### src/source/div_pkg.sv
`default_nettype none

package div_pkg;

	localparam int DATA_WIDTH = 10; // Operand and quotient width
	localparam int STAGE_COUNT = DATA_WIDTH; // One quotient bit per step stage
	localparam int LATENCY = STAGE_COUNT + 2; // Operand prep and sign fix add one cycle each
	localparam int PARTIAL_WIDTH = DATA_WIDTH + 1;

	typedef logic [DATA_WIDTH-1:0] operand_t; // Two's complement operand or quotient

	// Unsigned, so the magnitude of the most negative operand still fits
	typedef logic [DATA_WIDTH-1:0] magnitude_t;

	typedef logic [PARTIAL_WIDTH-1:0] partial_t; // Partial remainder with room for the shift

	typedef struct packed {
		logic valid;
		logic neg_quotient; // Operand signs differ
		logic div_by_zero;
		partial_t partial;
		magnitude_t dividend_bits; // Dividend bits leave at the top, quotient bits enter below
		magnitude_t divisor_mag;
	} div_stage_t;

	function automatic magnitude_t magnitude_of(input operand_t value);
		magnitude_t mag;
		if (value[DATA_WIDTH-1]) begin
			mag = magnitude_t'(~value + 1'b1); // Most negative value maps onto itself as unsigned
		end else begin
			mag = magnitude_t'(value);
		end
		return mag;
	endfunction

endpackage

`default_nettype wire

### src/source/div_operand_prep.sv
`timescale 1ns/1ns
`default_nettype none

module div_operand_prep (
	input wire logic clk,
	input wire logic rst_n,
	input wire logic start,
	input wire div_pkg::operand_t dividend,
	input wire div_pkg::operand_t divisor,
	output div_pkg::div_stage_t prep
);

	logic valid_q;
	logic neg_quotient_q;
	logic div_by_zero_q;
	div_pkg::magnitude_t dividend_mag_q;
	div_pkg::magnitude_t divisor_mag_q;

	logic neg_quotient_next;
	logic div_by_zero_next;

	always_comb begin
		neg_quotient_next = dividend[div_pkg::DATA_WIDTH-1] ^ divisor[div_pkg::DATA_WIDTH-1];
		div_by_zero_next = (divisor == '0);
	end

	// Sample on every clock so an idle cycle simply carries a bubble
	always_ff @(posedge clk or negedge rst_n) begin
		if (!rst_n) begin
			valid_q <= 1'b0;
			neg_quotient_q <= 1'b0;
			div_by_zero_q <= 1'b0;
		end else begin
			valid_q <= start;
			neg_quotient_q <= neg_quotient_next;
			div_by_zero_q <= div_by_zero_next;
		end
	end

	always_ff @(posedge clk) begin
		dividend_mag_q <= div_pkg::magnitude_of(dividend);
		divisor_mag_q <= div_pkg::magnitude_of(divisor);
	end

	always_comb begin
		prep.valid = valid_q;
		prep.neg_quotient = neg_quotient_q;
		prep.div_by_zero = div_by_zero_q;
		prep.partial = '0; // Restoring division starts from an empty remainder
		prep.dividend_bits = dividend_mag_q;
		prep.divisor_mag = divisor_mag_q;
	end

endmodule

`default_nettype wire

### src/source/div_sign_fix.sv
`timescale 1ns/1ns
`default_nettype none

module div_sign_fix (
	input wire logic clk,
	input wire logic rst_n,
	input wire div_pkg::div_stage_t stage_in,
	output logic data_valid,
	output div_pkg::operand_t quotient,
	output logic div_by_zero
);

	// After the last step every dividend bit has been replaced by a quotient bit
	div_pkg::magnitude_t quotient_mag;
	div_pkg::operand_t quotient_signed;
	div_pkg::operand_t quotient_next;

	always_comb begin
		quotient_mag = stage_in.dividend_bits;

		if (stage_in.neg_quotient) begin
			quotient_signed = div_pkg::operand_t'(~quotient_mag + 1'b1);
		end else begin
			quotient_signed = div_pkg::operand_t'(quotient_mag); // Most negative / -1 wraps here
		end

		if (stage_in.div_by_zero || !stage_in.valid) begin
			quotient_next = '0; // The step stages collect all ones for a zero divisor
		end else begin
			quotient_next = quotient_signed;
		end
	end

	always_ff @(posedge clk or negedge rst_n) begin
		if (!rst_n) begin
			data_valid <= 1'b0;
			div_by_zero <= 1'b0;
			quotient <= '0;
		end else begin
			data_valid <= stage_in.valid;
			div_by_zero <= stage_in.div_by_zero;
			quotient <= quotient_next;
		end
	end

endmodule

`default_nettype wire

### src/source/div_step_stage.sv
`timescale 1ns/1ns
`default_nettype none

module div_step_stage #(
	parameter int STAGE_INDEX = 0
) (
	input wire logic clk,
	input wire logic rst_n,
	input wire div_pkg::div_stage_t stage_in,
	output div_pkg::div_stage_t stage_out
);

	localparam int DW = div_pkg::DATA_WIDTH;

	div_pkg::partial_t shifted;
	div_pkg::partial_t divisor_ext;
	div_pkg::partial_t trial;
	logic fits;
	div_pkg::partial_t partial_next;
	div_pkg::magnitude_t dividend_bits_next;

	logic valid_q;
	logic neg_quotient_q;
	logic div_by_zero_q;
	div_pkg::partial_t partial_q;
	div_pkg::magnitude_t dividend_bits_q;
	div_pkg::magnitude_t divisor_mag_q;

	always_comb begin
		// Bring down the next dividend bit
		shifted = {stage_in.partial[DW-1:0], stage_in.dividend_bits[DW-1]};
		divisor_ext = {1'b0, stage_in.divisor_mag};
		trial = shifted - divisor_ext;
		fits = (shifted >= divisor_ext);

		if (fits) begin
			partial_next = trial;
		end else begin
			partial_next = shifted; // Restore because the divisor did not fit
		end

		dividend_bits_next = {stage_in.dividend_bits[DW-2:0], fits};
	end

	always_ff @(posedge clk or negedge rst_n) begin
		if (!rst_n) begin
			valid_q <= 1'b0;
			neg_quotient_q <= 1'b0;
			div_by_zero_q <= 1'b0;
		end else begin
			valid_q <= stage_in.valid;
			neg_quotient_q <= stage_in.neg_quotient;
			div_by_zero_q <= stage_in.div_by_zero;
		end
	end

	always_ff @(posedge clk) begin
		partial_q <= partial_next;
		dividend_bits_q <= dividend_bits_next; // Quotient bit joins at the low end
		divisor_mag_q <= stage_in.divisor_mag;
	end

	always_comb begin
		stage_out.valid = valid_q;
		stage_out.neg_quotient = neg_quotient_q;
		stage_out.div_by_zero = div_by_zero_q;
		stage_out.partial = partial_q;
		stage_out.dividend_bits = dividend_bits_q;
		stage_out.divisor_mag = divisor_mag_q;
	end

endmodule

`default_nettype wire

### src/source/pipelined_divider.sv
`timescale 1ns/1ns
`default_nettype none

// Signed divider, one operation per cycle, result after div_pkg::LATENCY cycles
module pipelined_divider (
	input wire logic clk,
	input wire logic rst_n,
	input wire logic start,
	input wire div_pkg::operand_t dividend,
	input wire div_pkg::operand_t divisor,
	output logic data_valid,
	output div_pkg::operand_t quotient,
	output logic div_by_zero
);

	// Entry 0 comes from the operand prep, entry i+1 from step stage i
	div_pkg::div_stage_t stage_bus [0:div_pkg::STAGE_COUNT];

	div_operand_prep i_prep (
		.clk(clk),
		.rst_n(rst_n),
		.start(start),
		.dividend(dividend),
		.divisor(divisor),
		.prep(stage_bus[0])
	);

	for (genvar i = 0; i < div_pkg::STAGE_COUNT; i++) begin : g_step
		div_step_stage #(
			.STAGE_INDEX(i)
		) i_step (
			.clk(clk),
			.rst_n(rst_n),
			.stage_in(stage_bus[i]),
			.stage_out(stage_bus[i+1])
		);
	end

	div_sign_fix i_sign_fix (
		.clk(clk),
		.rst_n(rst_n),
		.stage_in(stage_bus[div_pkg::STAGE_COUNT]),
		.data_valid(data_valid),
		.quotient(quotient),
		.div_by_zero(div_by_zero)
	);

endmodule

`default_nettype wire

### config.mk
export PLATFORM = sky130hd
export DESIGN_NAME = pipelined_divider
export DESIGN_NICKNAME = d
export VERILOG_FILES = /design/src/source/div_pkg.sv /design/src/source/div_operand_prep.sv /design/src/source/div_sign_fix.sv /design/src/source/div_step_stage.sv /design/src/source/pipelined_divider.sv
export SDC_FILE = /design/constraint.sdc
export NUM_CORES = 1
export LEC_CHECK = 0
export BUFFER_PORTS_ARGS = -buffer_cell sky130_fd_sc_hd__buf_2
export CAP_MARGIN = 20
export CORE_AREA = 2 2 149 151
export DETAILED_ROUTE_END_ITERATION = 8
export DIE_AREA = 0 0 151 153
export GPL_TIMING_DRIVEN = 0
export PLACE_DENSITY = 0.76
export SLEW_MARGIN = 30
export SYNTH_ARGS = -nofsm -noshare
export SYNTH_HDL_FRONTEND = slang
export SYNTH_SLANG_ARGS = --single-unit
export TNS_END_PERCENT = 10
### constraint.sdc
create_clock -name clk -period 5.3 [get_ports clk]
set_clock_uncertainty 0.1 [all_clocks]
set_input_delay 1.06 -clock clk [delete_from_list [all_inputs] [get_ports clk]]
set_output_delay 1.06 -clock clk [all_outputs]
set_load 0.005 [all_outputs]
==> run metrics <==
outcome=complete, no violations; final non-filler cell area=14200 um2; Slew Limit Headroom=0.458; number of hold violations in the final report=0; number of buffers inserted by port buffering=34; summed negative setup slack over all endpoints=0 ns; number of nets produced by synthesis=1232; layout net count=1303; initial antenna violation count=0; total die area=roughly 23000 um2; Adder-Cell Fraction of Synth Area=0.108; overall global routing resource usage=0.177; number of instances in the synthesized netlist=1106; hold wc startpoint=g_step[5].i_step.dividend_bits_q[2]; Total Power=7.93 mW; count of cells resized by post-cts repair=0; CP Launch Type=flop; number of warning messages in the yosys log=0; number of max-cap violations=0; CTS hold repair buffers=0; Post-Syn Area per Cell=around 11 um2; portion of netlist area occupied by mux cells=0.0553; number of fill cells in the layout=between 1500 and 2000; most common library cell in the layout ignoring fill and taps=dfxtp_1; largest voltage drop on the vdd net=0.319 mV; xor/xnor share of the synthesized area=0.0568; Compound-Gate Fraction of Synth Area=0.0854; Skew-Pair Late Insertion Delay=about 0.50 ns; Total Wirelength=slightly below 20 mm; worst reg-to-reg path cell count=9; critical path class=reg -> reg; EDFF count, synth=0; HPWL after detailed placement=14.3 mm; post-synthesis simple-gate area fraction=0.0812; Hold Path Cell Cnt=0; initial core utilization=0.581; total number of placement rows=54; number of failing setup endpoints in the final timing report=0; Hold WC Path Type=reg -> reg; diode insertion count for antenna repair=0; Clock Sinks=345; Worst R2R Start=g_step[5].i_step.divisor_mag_q[2]; I/O pin cnt=35; count of unique library cells instantiated by Yosys=between 40 and 50; final critical-path setup slack=2.35 ns; Routed WL per cell=13.1 um; TritonCTS buffer count=35; gpl congestion=0.933; worst setup slack after placement=about 2.5 ns; cell area after technology mapping=12500 um2; predominant post-synthesis flop cell=dfxtp_1; Initial DRT Pass Iterations=5; maximum root-to-sink buffer count=3; worst-path fanout max=10; post-synthesis async set-or-reset flop share=0.130; width of the chip=151 um; portion of the post-synthesis area used by sequential elements=0.571; unrepaired setup endpoints after global routing=false; fin crit share=0.557; depth of the CTS H-tree=2; wire length of the first global-routing pass=33.7 mm; flop-to-flop setup slack=around 2.3 ns; end point of the most critical hold path=g_step[6].i_step.dividend_bits_q[3]; end of the worst register-to-register path=g_step[6].i_step.partial_q[7]; Vert. Die Dim=153 um; antenna violation net count after detailed routing=0; Vias=7543; number of remaining DRC errors=0; vias per cell=approximately 5; P&R area growth vs syn=13.4%; top library cells by usage in the layout, fill and taps aside=dfxtp_1 (300), inv_1 (122), ha_1 (95); buffer count from post-CTS setup fixing=0; clock slew at the register clock pins of the worst setup and hold paths=0.06 ns; total congestion overflow after global routing=0; actual transition at the worst max-transition pin=0.808 ns; largest net degree at the start of global routing=46; data required time of the worst path=5.63 ns; cell leakage power=6.47 nW; share of final-layout standard cells stronger than drive strength 1=0.128; clock tree from TritonCTS=yes; via count of the first global-routing pass=7790; time the final worst path needs with I/O delays and setup=around 3 ns; timing-limited maximum frequency=338 MHz; capturing element type of the critical path=flop; placed standard-cell area=~13000 um2; main combinational cell family by area after synthesis=adder cells; power per standard cell area=roughly 560 nW/um2; Floorplan Core Area=roughly 21000 um2; initial DRC count=~200; arrival time reported for the critical path endpoint=approximately 3.3 ns; FF+latch count, synth=345; Final Slew Violations=0; Clk Tree Root Cell=clkbuf_16
## cell usage after synthesis, drive strengths merged (2+ instances only)
cell type | number | area [um2]
o221ai | 5 | 43.8
nor2b | 21 | 131
nand2b | 4 | 25.0
nand3 | 12 | 60.1
mux2 | 56 | 631
o21a | 9 | 67.6
dfxtp | 300 | 6010
xnor2 | 47 | 412
dfrtp | 45 | 1130
fa | 8 | 160
a21oi | 73 | 365
a21o | 16 | 120
nor4b | 5 | 43.8
mux2i | 6 | 60.1
nand3b | 5 | 37.5
nor3 | 7 | 35.0
o21ai | 27 | 135
or4 | 8 | 67.6
o2111ai | 8 | 70.1
buf | 7 | 41.3
o21bai | 2 | 15.0
a211oi | 13 | 97.6
xor2 | 34 | 298
o41ai | 2 | 17.5
and2 | 2 | 12.5
o221a | 2 | 22.5
nor4 | 4 | 25.0
a31oi | 2 | 12.5
nand4 | 13 | 81.3
inv | 122 | 458
clkbuf | 6 | 22.5
o31ai | 7 | 52.6
o211ai | 2 | 15.0
nand2 | 50 | 188
ha | 95 | 1190
or3 | 4 | 30.0
nor2 | 71 | 267
## state kept, by name (all words and copies together) (netlist names)
name,cells
g_step.i_step.div_by_zero_q,10
g_step.i_step.dividend_bits_q,100
g_step.i_step.divisor_mag_q,90
g_step.i_step.neg_quotient_q,10
g_step.i_step.partial_q,90
g_step.i_step.valid_q,10
i_prep.div_by_zero_q,1
i_prep.dividend_mag_q,10
i_prep.divisor_mag_q,10
i_prep.neg_quotient_q,1
i_prep.valid_q,1
i_sign_fix.data_valid,1
i_sign_fix.div_by_zero,1
i_sign_fix.quotient,10
## cell families (layout without fill, tap and decap cells)
group                    count (synthesis)  after routing
adder cells (fa/ha/maj)                103            103
buffers and inverters                  136            233
AND/OR/NAND/NOR                        207            207
flip-flops                             345            345
multiplexers                            62             62
XOR/XNOR                                81             81
AO/OA/AOI/OAI                          172            172
## stage by stage
| stage | utilization | cells | hold slack (ns) |
|---|---|---|---|
| floorplan | - | 1106 | 0.210 |
| global placement | 0.605 | 1420 | 0.211 |
| detailed placement | 0.605 | 1420 | 0.212 |
| CTS | 0.659 | 1483 | 0.223 |
| global route | 0.659 | 1483 | 0.225 |
| finish | 0.659 | 1483 | 0.217 |
## worst max-delay path: stages, from the launching register on
cell and delay, ns:
dfxtp_1 0.33, inv_1 0.05, ha_1 0.38, nand2_1 0.08
o21ai_0 0.51, a21oi_1 0.20, o21ai_1 0.68, buf_2 0.36
nor2_1 0.07, a21oi_1 0.12
## metal layers
metal  vias up  wire length [um]  GRT usage  share of wire
met1      3512              7510      0.180           0.39
met3        44               676     0.0370          0.035
met5         -                 0          0              0
met2        96             10600      0.347           0.55
met4         0               546     0.0676          0.028
li1       3891                 -          -              -
## final cells by class
cell class / instances / area (um2) / share of cell area
buffer: 13 / 63.8 / 0.00451
clock buffer: 52 / 1010 / 0.0715
clock inverter: 11 / 139 / 0.00981
inverter: 123 / 463 / 0.0327
multi-input combinational: 625 / 4830 / 0.341
sequential: 345 / 7130 / 0.504
tap: 280 / 350 / 0.0247
timing repair buffer: 34 / 173 / 0.0122
## how the worst max path moves through the flow
stage | from | to | slack [ns] | cells past startpoint
after floorplan | g_step[0].i_step.divisor_mag_q[2] | g_step[1].i_step.partial_q[1] | 2.99 | 9
after global placement | g_step[5].i_step.divisor_mag_q[2] | g_step[6].i_step.partial_q[7] | 2.58 | 9
after detailed placement | g_step[5].i_step.divisor_mag_q[2] | g_step[6].i_step.partial_q[7] | 2.48 | 9
after CTS | g_step[5].i_step.divisor_mag_q[2] | g_step[6].i_step.partial_q[7] | 2.38 | 9
after global routing | g_step[5].i_step.divisor_mag_q[2] | g_step[6].i_step.partial_q[7] | 2.16 | 9
final | g_step[5].i_step.divisor_mag_q[2] | g_step[6].i_step.partial_q[7] | 2.35 | 9
## power by group
group          switching, mW  internal, mW
sequential             0.203          3.09
combinational           1.17          1.07
clock                  0.921          1.47
total                   2.29          5.64
Note: power is estimated with default switching activity, not from simulation.
